## config.mk

```make
export PLATFORM = sky130hd
export DESIGN_NAME = spi_master
export DESIGN_NICKNAME = d
export VERILOG_FILES = /design/src/verilog/spi_pkg.sv /design/src/verilog/spi_bit_if.sv /design/src/verilog/spi_cmd_fsm.sv /design/src/verilog/spi_master.sv /design/src/verilog/spi_sclk_timer.sv /design/src/verilog/spi_shift_reg.sv
export SDC_FILE = /design/constraint.sdc
export NUM_CORES = 1
export LEC_CHECK = 0
export ABC_AREA = 1
export BUFFER_PORTS_ARGS = -buffer_cell sky130_fd_sc_hd__buf_2
export CELL_PAD_IN_SITES_DETAIL_PLACEMENT = 1
export CELL_PAD_IN_SITES_GLOBAL_PLACEMENT = 2
export CORE_UTILIZATION = 36
export CTS_CLUSTER_DIAMETER = 200
export DETAILED_ROUTE_END_ITERATION = 8
export GPL_TIMING_DRIVEN = 0
export PLACE_DENSITY_LB_ADDON = 0.15
export SLEW_MARGIN = 20
export SYNTH_ARGS = -nofsm -noshare
export SYNTH_HDL_FRONTEND = slang
export SYNTH_SLANG_ARGS = --single-unit
```

## constraint.sdc

```tcl
create_clock -name clk -period 2.85 [get_ports clk]
set_input_delay 0.285 -clock clk [delete_from_list [all_inputs] [get_ports clk]]
set_output_delay 0.285 -clock clk [all_outputs]
set_load 0.02 [all_outputs]
```

## src/verilog/spi_pkg.sv

```systemverilog
package spi_pkg;

  localparam int CMD_WIDTH  = 12;
  localparam int READ_WIDTH = 8;
  localparam int ADDR_WIDTH = 3;
  localparam int FRAME_BITS = 12; // SCLK periods per frame, same for reads and writes.
  localparam int SCLK_HALF  = 2;  // System clocks per SCLK half period.

  localparam int DIV_WIDTH = (SCLK_HALF > 1) ? $clog2(SCLK_HALF) : 1;
  localparam int CNT_WIDTH = $clog2(FRAME_BITS + 1);

  // Write command: flag, register address and the byte to store.
  typedef struct packed {
    logic                  rw;
    logic [ADDR_WIDTH-1:0] addr;
    logic [READ_WIDTH-1:0] wdata;
  } spi_wr_cmd_t;

  // Read command: the low byte carries nothing.
  typedef struct packed {
    logic                  rw;
    logic [ADDR_WIDTH-1:0] addr;
    logic [READ_WIDTH-1:0] pad;
  } spi_rd_cmd_t;

  // Bit 11 decides which view applies.
  typedef union packed {
    spi_wr_cmd_t wr;
    spi_rd_cmd_t rd;
  } spi_cmd_t;

  typedef logic [READ_WIDTH-1:0] read_data_t;

  typedef enum logic [1:0] {
    IDLE   = 2'd0,
    LOAD   = 2'd1,
    SHIFT  = 2'd2,
    FINISH = 2'd3
  } spi_state_t;

endpackage

```

## src/verilog/spi_bit_if.sv

```systemverilog
interface spi_bit_if;

  logic frame_start; // One clk pulse at command acceptance.
  logic shift_en;    // SCLK falls on the next edge.
  logic sample_en;   // SCLK rises on the next edge.
  logic frame_done;  // Registered, after the last falling edge.

  modport fsm (
    output frame_start,
    input  frame_done
  );

  modport timer (
    input  frame_start,
    output shift_en,
    output sample_en,
    output frame_done
  );

  modport shifter (
    input  frame_start,
    input  shift_en,
    input  sample_en
  );

endinterface

```

## src/verilog/spi_cmd_fsm.sv

```systemverilog
module spi_cmd_fsm (
  input  logic   clk,
  input  logic   rst_n,
  input  logic   cmd_vld,
  input  logic   cmd_rw,
  output logic   cmd_rdy,
  output logic   cs,
  output logic   read_vld,
  spi_bit_if.fsm bits
);

  import spi_pkg::*;

  spi_state_t state;
  spi_state_t state_nxt;
  logic       accept;
  logic       read_frame;

  assign cmd_rdy = (state == IDLE);
  assign accept  = cmd_vld && cmd_rdy;

  // Shifter and timer start on the handshake itself, while cmd_in is still valid.
  assign bits.frame_start = accept;

  always_comb
  begin
    state_nxt = state;
    case (state)
      IDLE:
      begin
        if (accept)
          state_nxt = LOAD;
      end
      LOAD:
      begin
        state_nxt = SHIFT;
      end
      SHIFT:
      begin
        if (bits.frame_done)
          state_nxt = FINISH;
      end
      FINISH:
      begin
        state_nxt = IDLE;
      end
      default:
      begin
        state_nxt = IDLE;
      end
    endcase
  end

  always_ff @(posedge clk or negedge rst_n)
  begin
    if (!rst_n)
      state <= IDLE;
    else
      state <= state_nxt;
  end

  // Bit 11 low means read.
  always_ff @(posedge clk or negedge rst_n)
  begin
    if (!rst_n)
      read_frame <= 1'b0;
    else if (accept)
      read_frame <= !cmd_rw;
  end

  // Chip select follows the state one clk late, so it stays clean of decode glitches.
  always_ff @(posedge clk or negedge rst_n)
  begin
    if (!rst_n)
    begin
      cs <= 1'b1;
    end
    else
    begin
      cs <= !((state == LOAD) || (state == SHIFT));
    end
  end

  always_ff @(posedge clk or negedge rst_n)
  begin
    if (!rst_n)
      read_vld <= 1'b0;
    else
      read_vld <= (state == FINISH) && read_frame; // Lines up with cs going high.
  end

endmodule

```

## src/verilog/spi_master.sv

```systemverilog
module spi_master (
  input  logic                clk,
  input  logic                rst_n,
  input  spi_pkg::spi_cmd_t   cmd_in,
  input  logic                cmd_vld,
  output logic                cmd_rdy,
  output logic                sclk,
  output logic                cs,
  output logic                mosi,
  input  logic                miso,
  output logic                read_vld,
  output spi_pkg::read_data_t read_data
);

  spi_bit_if bits ();

  // Command handshake, chip select and result strobe.
  spi_cmd_fsm i_spi_cmd_fsm (
    .clk      (clk),
    .rst_n    (rst_n),
    .cmd_vld  (cmd_vld),
    .cmd_rw   (cmd_in.wr.rw),
    .cmd_rdy  (cmd_rdy),
    .cs       (cs),
    .read_vld (read_vld),
    .bits     (bits.fsm)
  );

  spi_sclk_timer i_spi_sclk_timer (
    .clk   (clk),
    .rst_n (rst_n),
    .sclk  (sclk),
    .bits  (bits.timer)
  );

  spi_shift_reg i_spi_shift_reg (
    .clk       (clk),
    .rst_n     (rst_n),
    .cmd_in    (cmd_in),
    .miso      (miso),
    .mosi      (mosi),
    .read_data (read_data),
    .bits      (bits.shifter)
  );

endmodule

```

## src/verilog/spi_sclk_timer.sv

```systemverilog
module spi_sclk_timer (
  input  logic     clk,
  input  logic     rst_n,
  output logic     sclk,
  spi_bit_if.timer bits
);

  import spi_pkg::*;

  logic                 active;
  logic [DIV_WIDTH-1:0] div_cnt;
  logic [CNT_WIDTH-1:0] bit_cnt;
  logic                 tick;
  logic                 last_fall;

  // One tick per half period, SCLK toggles on the edge that follows it.
  assign tick           = active && (div_cnt == DIV_WIDTH'(SCLK_HALF - 1));
  assign bits.sample_en = tick && !sclk;
  assign bits.shift_en  = tick && sclk;

  // Falling edge after the twelfth rising edge.
  assign last_fall = bits.shift_en && (bit_cnt == CNT_WIDTH'(FRAME_BITS));

  always_ff @(posedge clk or negedge rst_n)
  begin
    if (!rst_n)
    begin
      active  <= 1'b0;
      div_cnt <= '0;
    end
    else if (bits.frame_start)
    begin
      active  <= 1'b1;
      div_cnt <= '0;
    end
    else if (active)
    begin
      if (tick)
        div_cnt <= '0;
      else
        div_cnt <= div_cnt + 1'b1;
      if (last_fall)
        active <= 1'b0;
    end
  end

  always_ff @(posedge clk or negedge rst_n)
  begin
    if (!rst_n)
      sclk <= 1'b0; // Mode 0 idles low.
    else if (bits.frame_start)
      sclk <= 1'b0;
    else if (tick)
      sclk <= !sclk;
  end

  // Counts rising edges.
  always_ff @(posedge clk or negedge rst_n)
  begin
    if (!rst_n)
      bit_cnt <= '0;
    else if (bits.frame_start)
      bit_cnt <= '0;
    else if (bits.sample_en)
      bit_cnt <= bit_cnt + 1'b1;
  end

  always_ff @(posedge clk or negedge rst_n)
  begin
    if (!rst_n)
      bits.frame_done <= 1'b0;
    else
      bits.frame_done <= last_fall;
  end

endmodule

```

## src/verilog/spi_shift_reg.sv

```systemverilog
module spi_shift_reg (
  input  logic                clk,
  input  logic                rst_n,
  input  spi_pkg::spi_cmd_t   cmd_in,
  input  logic                miso,
  output logic                mosi,
  output spi_pkg::read_data_t read_data,
  spi_bit_if.shifter          bits
);

  import spi_pkg::*;

  logic [CMD_WIDTH-1:0]  tx_load;
  logic [CMD_WIDTH-1:0]  tx_shift;
  logic [READ_WIDTH-1:0] rx_shift;
  logic [CNT_WIDTH-1:0]  sample_cnt;
  logic                  read_frame;
  logic                  last_sample;

  // A write sends its data byte, a read keeps MOSI low while the slave answers.
  always_comb
  begin
    if (cmd_in.wr.rw)
      tx_load = {cmd_in.wr.rw, cmd_in.wr.addr, cmd_in.wr.wdata};
    else
      tx_load = {cmd_in.rd.rw, cmd_in.rd.addr, {READ_WIDTH{1'b0}}};
  end

  assign mosi        = tx_shift[CMD_WIDTH-1]; // MSB first.
  assign last_sample = bits.sample_en && (sample_cnt == CNT_WIDTH'(FRAME_BITS - 1));

  // Zeros fill from the bottom, so MOSI is back at 0 once the frame ends.
  always_ff @(posedge clk or negedge rst_n)
  begin
    if (!rst_n)
      tx_shift <= '0;
    else if (bits.frame_start)
      tx_shift <= tx_load;
    else if (bits.shift_en)
      tx_shift <= {tx_shift[CMD_WIDTH-2:0], 1'b0};
  end

  always_ff @(posedge clk or negedge rst_n)
  begin
    if (!rst_n)
    begin
      read_frame <= 1'b0;
      sample_cnt <= '0;
    end
    else if (bits.frame_start)
    begin
      read_frame <= !cmd_in.rd.rw;
      sample_cnt <= '0;
    end
    else if (bits.sample_en)
    begin
      sample_cnt <= sample_cnt + 1'b1;
    end
  end

  // Samples taken during the address phase fall out of the top.
  always_ff @(posedge clk)
  begin
    if (bits.sample_en)
      rx_shift <= {rx_shift[READ_WIDTH-2:0], miso};
  end

  always_ff @(posedge clk or negedge rst_n)
  begin
    if (!rst_n)
      read_data <= '0;
    else if (last_sample && read_frame)
      read_data <= {rx_shift[READ_WIDTH-2:0], miso}; // Held until the next read.
  end

endmodule
```

==> metrics.txt, run 1 <==
# TYPE chip_impl_metric gauge
chip_impl_metric{name="clock_sinks",unit=""} 44
chip_impl_metric{name="fin_setup_tns",unit="ns"} 0
chip_impl_metric{name="slew_headroom",unit=""} 0.4263
chip_impl_metric{name="timing.fmax",unit="MHz"} 631.4
chip_impl_metric{name="post_cts.repair.setup_buffers",unit=""} 0
chip_impl_metric{name="power.density",unit="nW/um^2"} 507.2
chip_impl_info{name="cts_tree",value="yes"} 1
chip_impl_metric{name="maxSlewViolCount",unit=""} 0
chip_impl_metric{name="period_share",unit=""} 0.5557
chip_impl_metric{name="reg2reg_setup_slack",unit="ns"} 1.27
chip_impl_metric{name="synth-seq-area-share",unit=""} 0.5914
chip_impl_metric{name="p_sw_frac",unit=""} 0.2108
chip_impl_metric{name="clk_path_buf_depth",unit=""} 2
chip_impl_metric{name="share_of_post_route_cells_with_drive_strength_above_1",unit=""} 0.1937
chip_impl_info{name="crit_path_end",value="i_spi_shift_reg.tx_shift[6]$_DFFE_PN0P_"} 1
chip_impl_metric{name="post-synth-top-area-fraction",unit=""} 0.4684
chip_impl_metric{name="cts.repair.resized",unit=""} 0
chip_impl_metric{name="placement.io_buffers",unit=""} 28
chip_impl_metric{name="fillCellCount",unit=""} 640
chip_impl_metric{name="first_pass_iters",unit=""} 4
chip_impl_metric{name="num-nets-final",unit=""} 274
chip_impl_metric{name="synth_cell_types",unit=""} 21
chip_impl_metric{name="grt_start_max_net_pins",unit=""} 38
chip_impl_metric{name="ant_nets",unit=""} 0
chip_impl_metric{name="holdWs",unit="ns"} 0.08528
chip_impl_metric{name="grt_util_all_layers",unit=""} 0.1663
chip_impl_info{name="most-common-layout-cells",value="sky130_fd_sc_hd__nand2_1 (95), sky130_fd_sc_hd__dfrtp_1 (36), sky130_fd_sc_hd__buf_2 (31), sky130_fd_sc_hd__o21ai_0 (16), sky130_fd_sc_hd__inv_1 (15)"} 1
chip_impl_info{name="grt_setup_unrepaired",value="no"} 1
chip_impl_metric{name="antenna_cells",unit=""} 0
chip_impl_info{name="holdCritPathClass",value="in2async"} 1
chip_impl_metric{name="critical_path_arrival",unit="ns"} 1.82
chip_impl_info{name="worstSetupStartpointType",value="flop"} 1
chip_impl_metric{name="ir_drop",unit="uV"} 223.9
chip_impl_metric{name="routed_via_count",unit=""} 1463
chip_impl_metric{name="antenna_found_initial",unit=""} 0
chip_impl_metric{name="floorplan.die_area",unit="um^2"} 5639
chip_impl_info{name="worstSetupEndpointType",value="flop"} 1
chip_impl_metric{name="clock-skew-final",unit="ns"} 0.008007
chip_impl_metric{name="worst-endpoint-required",unit="ns"} 3.09
chip_impl_info{name="worst_setup_path_startpoint",value="i_spi_cmd_fsm.state[0]$_DFFE_PN0P_"} 1
chip_impl_metric{name="dieHeight",unit="um"} 75.09
chip_impl_metric{name="drcViolationCount",unit=""} 0
chip_impl_metric{name="postSynth.asyncResetShare",unit=""} 0.8409
chip_impl_metric{name="grt_pass1_vias",unit=""} 1444
chip_impl_metric{name="timing.critical_path.fanout_max",unit=""} 10
chip_impl_metric{name="wl_per_cell",unit="um"} 12.45
chip_impl_metric{name="postCtsHoldBufs",unit=""} 0
chip_impl_metric{name="postSynthCellCount",unit=""} 217
chip_impl_metric{name="syn2layout_area_growth",unit="%"} 17.89
chip_impl_metric{name="gpl.final_weighted_congestion",unit=""} 0.6420
chip_impl_metric{name="power.net_switching",unit="mW"} 0.2424
chip_impl_info{name="regToRegStartpoint",value="i_spi_cmd_fsm.state[0]$_DFFE_PN0P_"} 1
chip_impl_metric{name="die_extent_in_x",unit="um"} 75.09
chip_impl_metric{name="postSynthRegisterBits",unit=""} 44
chip_impl_metric{name="row_count",unit=""} 26
chip_impl_metric{name="design.core.area",unit="um^2"} 5140
chip_impl_info{name="timing.setup.critical_path_class",value="reg2reg"} 1
chip_impl_metric{name="io_pins",unit=""} 29
chip_impl_metric{name="clk_latency",unit="ns"} 0.30
chip_impl_metric{name="cellInternalPower",unit="mW"} 0.9075
chip_impl_metric{name="worst_pin_slew",unit="ns"} 0.8605
chip_impl_metric{name="worst_setup_timing_slack_at_the_placement_stage",unit="ns"} 1.230
chip_impl_metric{name="cts_htree_levels",unit=""} 2
chip_impl_info{name="yosys.area.top_type",value="sky130_fd_sc_hd__dfrtp_1"} 1
chip_impl_metric{name="cts_buffers",unit=""} 5
chip_impl_metric{name="detailed_place_hpwl",unit="mm"} 2.735
chip_impl_info{name="cts-root-buf",value="sky130_fd_sc_hd__clkbuf_8"} 1
chip_impl_metric{name="power.sequential.fraction",unit=""} 0.553
chip_impl_info{name="worstReg2RegEnd",value="i_spi_shift_reg.tx_shift[6]$_DFFE_PN0P_"} 1
chip_impl_metric{name="total_leakage_power",unit="nW"} 1.237
chip_impl_metric{name="final_hold_violation_count",unit=""} 0
chip_impl_metric{name="totalWireLength",unit="mm"} 4.021
chip_impl_metric{name="syn_nets",unit=""} 239
chip_impl_metric{name="synthesis.area_per_instance",unit="um^2"} 8.862
chip_impl_metric{name="final_critical_path_setup_slack",unit="ns"} 1.266
chip_impl_metric{name="synth-edff-count",unit=""} 7
chip_impl_metric{name="r2r.worst_path.cells",unit=""} 8
chip_impl_info{name="synth_ff_type",value="sky130_fd_sc_hd__dfrtp_1"} 1
chip_impl_metric{name="synth_warnings",unit=""} 0
chip_impl_info{name="synthTopCellsByArea",value="sky130_fd_sc_hd__dfrtp_1 (47%), sky130_fd_sc_hd__nand2_1 (19%), sky130_fd_sc_hd__edfxtp_1 (11%)"} 1
chip_impl_metric{name="netlist_area",unit="um^2"} 1923
chip_impl_info{name="most_frequent_standard_cell_in_the_layout_excluding_fill_and_tap_cells",value="sky130_fd_sc_hd__nand2_1"} 1
chip_impl_metric{name="global_route_wire_length_before_repair",unit="mm"} 6.858
chip_impl_info{name="run_status",value="finished, final reports clean"} 1
chip_impl_metric{name="cap_viol_max_count",unit=""} 0
chip_impl_metric{name="setup_violations_final",unit=""} 0
chip_impl_metric{name="clockPowerShare",unit=""} 0.429
chip_impl_metric{name="clk_pin_slew_worst_paths",unit="ns"} 0.09
chip_impl_metric{name="vias_per_cell",unit=""} 4.529
chip_impl_metric{name="initial_cell_density_of_the_core",unit=""} 0.3741
chip_impl_metric{name="comb_power_share",unit=""} 0.018
chip_impl_metric{name="gr-total-overflow",unit=""} 0
chip_impl_metric{name="initialDrtViolationCount",unit=""} 50
chip_impl_metric{name="min_period",unit="ns"} 1.584
[how the worst min path moves through the flow]
stage	end	slack, ns
after floorplan	i_spi_cmd_fsm.read_vld$_DFF_PN0_	-0.01
after global placement	i_spi_shift_reg.rx_shift[1]$_DFFE_PP_	0.43
after detailed placement	i_spi_shift_reg.rx_shift[1]$_DFFE_PP_	0.44
after CTS	i_spi_shift_reg.read_data[0]$_DFFE_PN0P_	0.11
after global routing	i_spi_shift_reg.read_data[3]$_DFFE_PN0P_	0.14
final	i_spi_shift_reg.read_data[3]$_DFFE_PN0P_	0.09
[layout make-up]
cell class	instances	area, um^2	share of cell area
Buffer	5	33.78	0.01490
Clock buffer	5	68.82	0.03035
Clock inverter	3	47.55	0.02097
Inverter	16	60.06	0.02649
Multi-Input combinational cell	152	691.9	0.3052
Sequential cell	44	1137	0.5017
Tap cell	70	87.58	0.03863
Timing Repair Buffer	28	140.1	0.06181
[through the flow]
| stage | std cells | utilization | power [mW] | area (um^2) |
|---|---|---|---|---|
| 2_1_floorplan | 217 | - | 0.6497 | 1923 |
| 3_3_place_gp | 315 | 0.4185 | 0.6711 | 2151 |
| 3_5_place_dp | 315 | 0.4185 | 0.6710 | 2151 |
| 4_1_cts | 323 | 0.4411 | 1.169 | 2267 |
| 5_1_grt | 323 | 0.4411 | 1.197 | 2267 |
| 6_report | 323 | 0.4411 | 1.150 | 2267 |
[per-layer routing]
metal,vias up,track usage,part of all wire
met5,-,0,0
met4,0,0.05660,0.012
met3,5,0.04418,0.037
met2,23,0.2603,0.46
met1,688,0.2240,0.49
li1,747,-,-
[cells in the mapped netlist (2+ instances only)]
cell / instances
sky130_fd_sc_hd__nand2_1: 95
sky130_fd_sc_hd__dfrtp_1: 36
sky130_fd_sc_hd__o21ai_0: 16
sky130_fd_sc_hd__inv_1: 15
sky130_fd_sc_hd__nor2_1: 13
sky130_fd_sc_hd__nand3_1: 9
sky130_fd_sc_hd__edfxtp_1: 7
sky130_fd_sc_hd__ha_1: 6
sky130_fd_sc_hd__a21oi_1: 4
sky130_fd_sc_hd__buf_2: 3
sky130_fd_sc_hd__nand2_2: 2
sky130_fd_sc_hd__nor2_2: 2
[power groups by stage]
| stage | Sequential (mW) | Clock [mW] | Combinational [mW] |
|---|---|---|---|
| after floorplan | 0.649 | 0 | 0.000659 |
| after global placement | 0.649 | 0 | 0.0222 |
| after detailed placement | 0.649 | 0 | 0.0222 |
| after CTS | 0.636 | 0.511 | 0.0222 |
| after global routing | 0.636 | 0.536 | 0.0243 |
| final | 0.636 | 0.493 | 0.0211 |
[state kept, by name, summed over array words and instances, names as in the netlist]
register,count
i_spi_shift_reg.read_data,8
i_spi_shift_reg.sample_cnt,4
i_spi_sclk_timer.sclk,1
i_spi_shift_reg.rx_shift,7
i_spi_sclk_timer.bit_cnt,4
i_spi_shift_reg.read_frame,1
i_spi_cmd_fsm.state,2
i_spi_cmd_fsm.cs,1
i_spi_sclk_timer.active,1
i_spi_sclk_timer.div_cnt,1
i_spi_cmd_fsm.read_vld,1
i_spi_sclk_timer.bits.frame_done,1
i_spi_shift_reg.tx_shift,12
[worst max-delay path: stages, from the launching register on]
cell and delay, ns:
sky130_fd_sc_hd__dfrtp_1 0.39, sky130_fd_sc_hd__inv_1 0.10, sky130_fd_sc_hd__ha_1 0.23, sky130_fd_sc_hd__nand2_2 0.13
sky130_fd_sc_hd__nor2_2 0.39, sky130_fd_sc_hd__nand2_1 0.10, sky130_fd_sc_hd__nand2_1 0.08, sky130_fd_sc_hd__nand2_1 0.05
sky130_fd_sc_hd__nand2_1 0.05
[cells by family (layout without fill, tap and decap cells)]
logic type               after synthesis  after routing  share of synthesized area
AO/OA/AOI/OAI                         21             21                    0.05465
buffers and inverters                 21             57                    0.04879
adder cells (fa/ha/maj)                6              6                    0.03904
AND/OR/NAND/NOR                      124            124                     0.2615
XOR/XNOR                               1              1                   0.004555
flip-flops                            44             44                     0.5914
Note: power is estimated with default switching activity, not from simulation.
==> inputs of run 2 (changes only) <==
Settings changed: CORE_UTILIZATION 36 to 34.
Clock period 2.85 ns to 1.5 ns, I/O delays scaled along.
==> run 2 against run 1 <==
Net effect: critical endpoint is now i_spi_shift_reg.tx_shift[7]$_DFFE_PN0P_; maximum frequency up 16%; clock power up 120%; utilization down 1.5 points; highest routed layer unchanged; the flow now finishes with violations (negative hold slack).
==> metrics.txt, run 2 (same netlist as run 1, synthesis figures left out) <==
# TYPE chip_impl_metric gauge
chip_impl_metric{name="grt_start_max_net_pins",unit=""} 38
chip_impl_metric{name="cellInternalPower",unit="mW"} 1.888
chip_impl_metric{name="largest_reg_flops",unit=""} 12
chip_impl_metric{name="clock-skew-final",unit="ns"} 0.009178
chip_impl_metric{name="clockPowerShare",unit=""} 0.463
chip_impl_metric{name="power.density",unit="nW/um^2"} 998.3
chip_impl_info{name="critical_path_top_delay_cell",value="sky130_fd_sc_hd__dfrtp_1"} 1
chip_impl_metric{name="antenna_found_initial",unit=""} 0
chip_impl_metric{name="initialDrtViolationCount",unit=""} 45
chip_impl_info{name="timing.setup.critical_path_class",value="reg2reg"} 1
chip_impl_metric{name="io_pins",unit=""} 29
chip_impl_metric{name="holdWs",unit="ns"} -0.03451
chip_impl_metric{name="power.net_switching",unit="mW"} 0.4387
chip_impl_metric{name="grt_util_all_layers",unit=""} 0.1521
chip_impl_metric{name="worst_pin_slew",unit="ns"} 0.8878
chip_impl_info{name="worstSetupEndpointType",value="flop"} 1
chip_impl_metric{name="maxSlewViolCount",unit=""} 0
chip_impl_info{name="crit_path_frequent_cell",value="sky130_fd_sc_hd__nand2_1"} 1
chip_impl_metric{name="routed_via_count",unit=""} 1501
chip_impl_metric{name="syn2layout_area_growth",unit="%"} 21.21
chip_impl_metric{name="wl_per_cell",unit="um"} 12.46
chip_impl_metric{name="comb_power_share",unit=""} 0.018
chip_impl_metric{name="clock_sinks",unit=""} 44
chip_impl_info{name="most-common-layout-cells",value="sky130_fd_sc_hd__nand2_1 (95), sky130_fd_sc_hd__dfrtp_1 (36), sky130_fd_sc_hd__buf_2 (31), sky130_fd_sc_hd__o21ai_0 (16), sky130_fd_sc_hd__inv_1 (15)"} 1
chip_impl_metric{name="clk_latency",unit="ns"} 0.30
chip_impl_metric{name="p_sw_frac",unit=""} 0.1885
chip_impl_metric{name="share_of_post_route_cells_with_drive_strength_above_1",unit=""} 0.2031
chip_impl_metric{name="num-nets-final",unit=""} 277
chip_impl_metric{name="row_count",unit=""} 27
chip_impl_metric{name="fillCellCount",unit=""} 689
chip_impl_metric{name="min_period",unit="ns"} 1.367
chip_impl_metric{name="detailed_place_hpwl",unit="mm"} 2.753
chip_impl_metric{name="critical_path_arrival",unit="ns"} 1.60
chip_impl_info{name="path_delay_family",value="simple AND/OR/NAND/NOR gates"} 1
chip_impl_info{name="max_flop_register",value="i_spi_shift_reg.tx_shift"} 1
chip_impl_metric{name="gr-total-overflow",unit=""} 0
chip_impl_info{name="cts_tree",value="yes"} 1
chip_impl_metric{name="setup_violations_final",unit=""} 0
chip_impl_metric{name="antenna_cells",unit=""} 0
chip_impl_metric{name="final_hold_violation_count",unit=""} 36
chip_impl_metric{name="postCtsHoldBufs",unit=""} 0
chip_impl_metric{name="initial_cell_density_of_the_core",unit=""} 0.3514
chip_impl_metric{name="clk_pin_slew_worst_paths",unit="ns"} 0.09
chip_impl_info{name="top_regs",value="i_spi_shift_reg.tx_shift (12), i_spi_shift_reg.read_data (8), i_spi_shift_reg.rx_shift (7)"} 1
chip_impl_metric{name="timing.fmax",unit="MHz"} 731.5
chip_impl_metric{name="timing.critical_path.fanout_max",unit=""} 6
chip_impl_metric{name="placement.io_buffers",unit=""} 28
chip_impl_metric{name="global_route_wire_length_before_repair",unit="mm"} 7.127
chip_impl_metric{name="drcViolationCount",unit=""} 0
chip_impl_metric{name="total_leakage_power",unit="nW"} 1.265
chip_impl_metric{name="ir_drop",unit="uV"} 377.2
chip_impl_info{name="holdCritPathClass",value="in2async"} 1
chip_impl_metric{name="worst_setup_timing_slack_at_the_placement_stage",unit="ns"} -0.1124
chip_impl_metric{name="critical_path_buf_inv_count",unit=""} 2
chip_impl_metric{name="power.sequential.fraction",unit=""} 0.519
chip_impl_metric{name="worst-endpoint-required",unit="ns"} 1.74
chip_impl_metric{name="period_share",unit=""} 0.9114
chip_impl_metric{name="clk_path_buf_depth",unit=""} 2
chip_impl_metric{name="gpl.final_weighted_congestion",unit=""} 0.6743
chip_impl_metric{name="dieHeight",unit="um"} 77.21
chip_impl_metric{name="cts_htree_levels",unit=""} 2
chip_impl_metric{name="cap_viol_max_count",unit=""} 0
chip_impl_metric{name="vias_per_cell",unit=""} 4.576
chip_impl_info{name="run_status",value="finished, violations left"} 1
chip_impl_metric{name="totalWireLength",unit="mm"} 4.086
chip_impl_metric{name="first_pass_iters",unit=""} 4
chip_impl_info{name="critical_path.cell_chain",value="inv_1, ha_4, nand2_4, nor2_4, clkbuf_4, nand2_1, nand2_1, nand2_1, nand2_1"} 1
chip_impl_info{name="worstSetupStartpointType",value="flop"} 1
chip_impl_metric{name="grt_pass1_vias",unit=""} 1529
chip_impl_info{name="cts-root-buf",value="sky130_fd_sc_hd__clkbuf_8"} 1
chip_impl_metric{name="floorplan.die_area",unit="um^2"} 5961
chip_impl_metric{name="design.core.area",unit="um^2"} 5473
chip_impl_metric{name="cp_slowest_stage_delay",unit="ns"} 0.39
chip_impl_info{name="grt_setup_unrepaired",value="no"} 1
chip_impl_metric{name="die_extent_in_x",unit="um"} 77.21
chip_impl_info{name="violations",value="negative hold slack"} 1
chip_impl_metric{name="final_critical_path_setup_slack",unit="ns"} 0.1329
chip_impl_metric{name="slew_headroom",unit=""} 0.4082
chip_impl_info{name="most_frequent_standard_cell_in_the_layout_excluding_fill_and_tap_cells",value="sky130_fd_sc_hd__nand2_1"} 1
chip_impl_metric{name="ant_nets",unit=""} 0
chip_impl_metric{name="cts_buffers",unit=""} 5
-- run 2: cell count changes in the layout (fill, tap and decap cells not counted) --
cell / delta
sky130_fd_sc_hd__nor2_4: +1
sky130_fd_sc_hd__bufinv_16: +1
sky130_fd_sc_hd__ha_1: -1
sky130_fd_sc_hd__clkbuf_1: +1
sky130_fd_sc_hd__nand2_4: +1
sky130_fd_sc_hd__buf_4: +2
sky130_fd_sc_hd__clkinv_4: -2
sky130_fd_sc_hd__nor2_2: -1
sky130_fd_sc_hd__clkbuf_4: +1
sky130_fd_sc_hd__ha_4: +1
sky130_fd_sc_hd__nand2_2: -1
-- run 2: cell type report --
cell class | instances | area [um^2] | area share
timing repair buffer | 31 | 162.7 | 0.06978
buffer | 5 | 33.78 | 0.01449
clock inverter | 2 | 60.06 | 0.02576
sequential | 44 | 1137 | 0.4879
clock buffer | 6 | 72.57 | 0.03113
tap | 72 | 90.09 | 0.03865
inverter | 16 | 60.06 | 0.02576
multi-input combinational | 152 | 714.4 | 0.3065
-- run 2: power by group through the flow --
stage                     clock (mW)  combinational [mW]  sequential, mW
after CTS                       1.11              0.0436            1.21
after global routing            1.14              0.0495            1.21
after global placement             0              0.0426            1.23
after floorplan                    0             0.00125            1.23
final                           1.08              0.0416            1.21
after detailed placement           0              0.0428            1.23
-- run 2: stage by stage --
stage / cell area (um^2) / TNS, ns / utilization / cells / power (mW)
after global placement: 2153 / -0.4949 / 0.3935 / 317 / 1.275
after global routing: 2331 / 0 / 0.4259 / 328 / 2.399
after CTS: 2291 / 0 / 0.4186 / 325 / 2.362
after floorplan: 1923 / 0 / - / 217 / 1.234
final: 2331 / 0 / 0.4259 / 328 / 2.327
after detailed placement: 2153 / -0.8141 / 0.3935 / 317 / 1.276
-- run 2: final timing paths --
kind                                                            start                                  endpoint  slack [ns]  depth (start not counted)
worst max-delay path               i_spi_cmd_fsm.state[0]$_DFFE_PN0P_   i_spi_shift_reg.tx_shift[7]$_DFFE_PN0P_        0.13                          9
worst min register to register  i_spi_shift_reg.rx_shift[2]$_DFFE_PP_     i_spi_shift_reg.rx_shift[3]$_DFFE_PP_        0.45                          0
max in group asynchronous                                       rst_n    i_spi_shift_reg.read_frame$_DFFE_PN0P_        0.97                          1
worst min-delay path                                            rst_n  i_spi_shift_reg.read_data[7]$_DFFE_PN0P_       -0.03                          1
min in group clk                                                 miso     i_spi_shift_reg.rx_shift[0]$_DFFE_PP_        0.05                          1
worst max register to register     i_spi_cmd_fsm.state[0]$_DFFE_PN0P_   i_spi_shift_reg.tx_shift[7]$_DFFE_PN0P_        0.13                          9
-- run 2: metal layers --
metal  global-route usage  vias up  wire length (um)
li1                     -      754                 -
met1               0.1952      723              2106
met2               0.2540       20              1814
met3              0.03810        4               125
met4              0.03962        0                40
met5                    0        -                 0
-- run 2: repair_timing --
action / CTS / global route
endpoints found under the hold margin: 0 / 0
buffers inserted: 0 / 3
pin swaps: 0 / 1
endpoints found under the setup margin: 10 / 19
resized for setup: 1 / 4
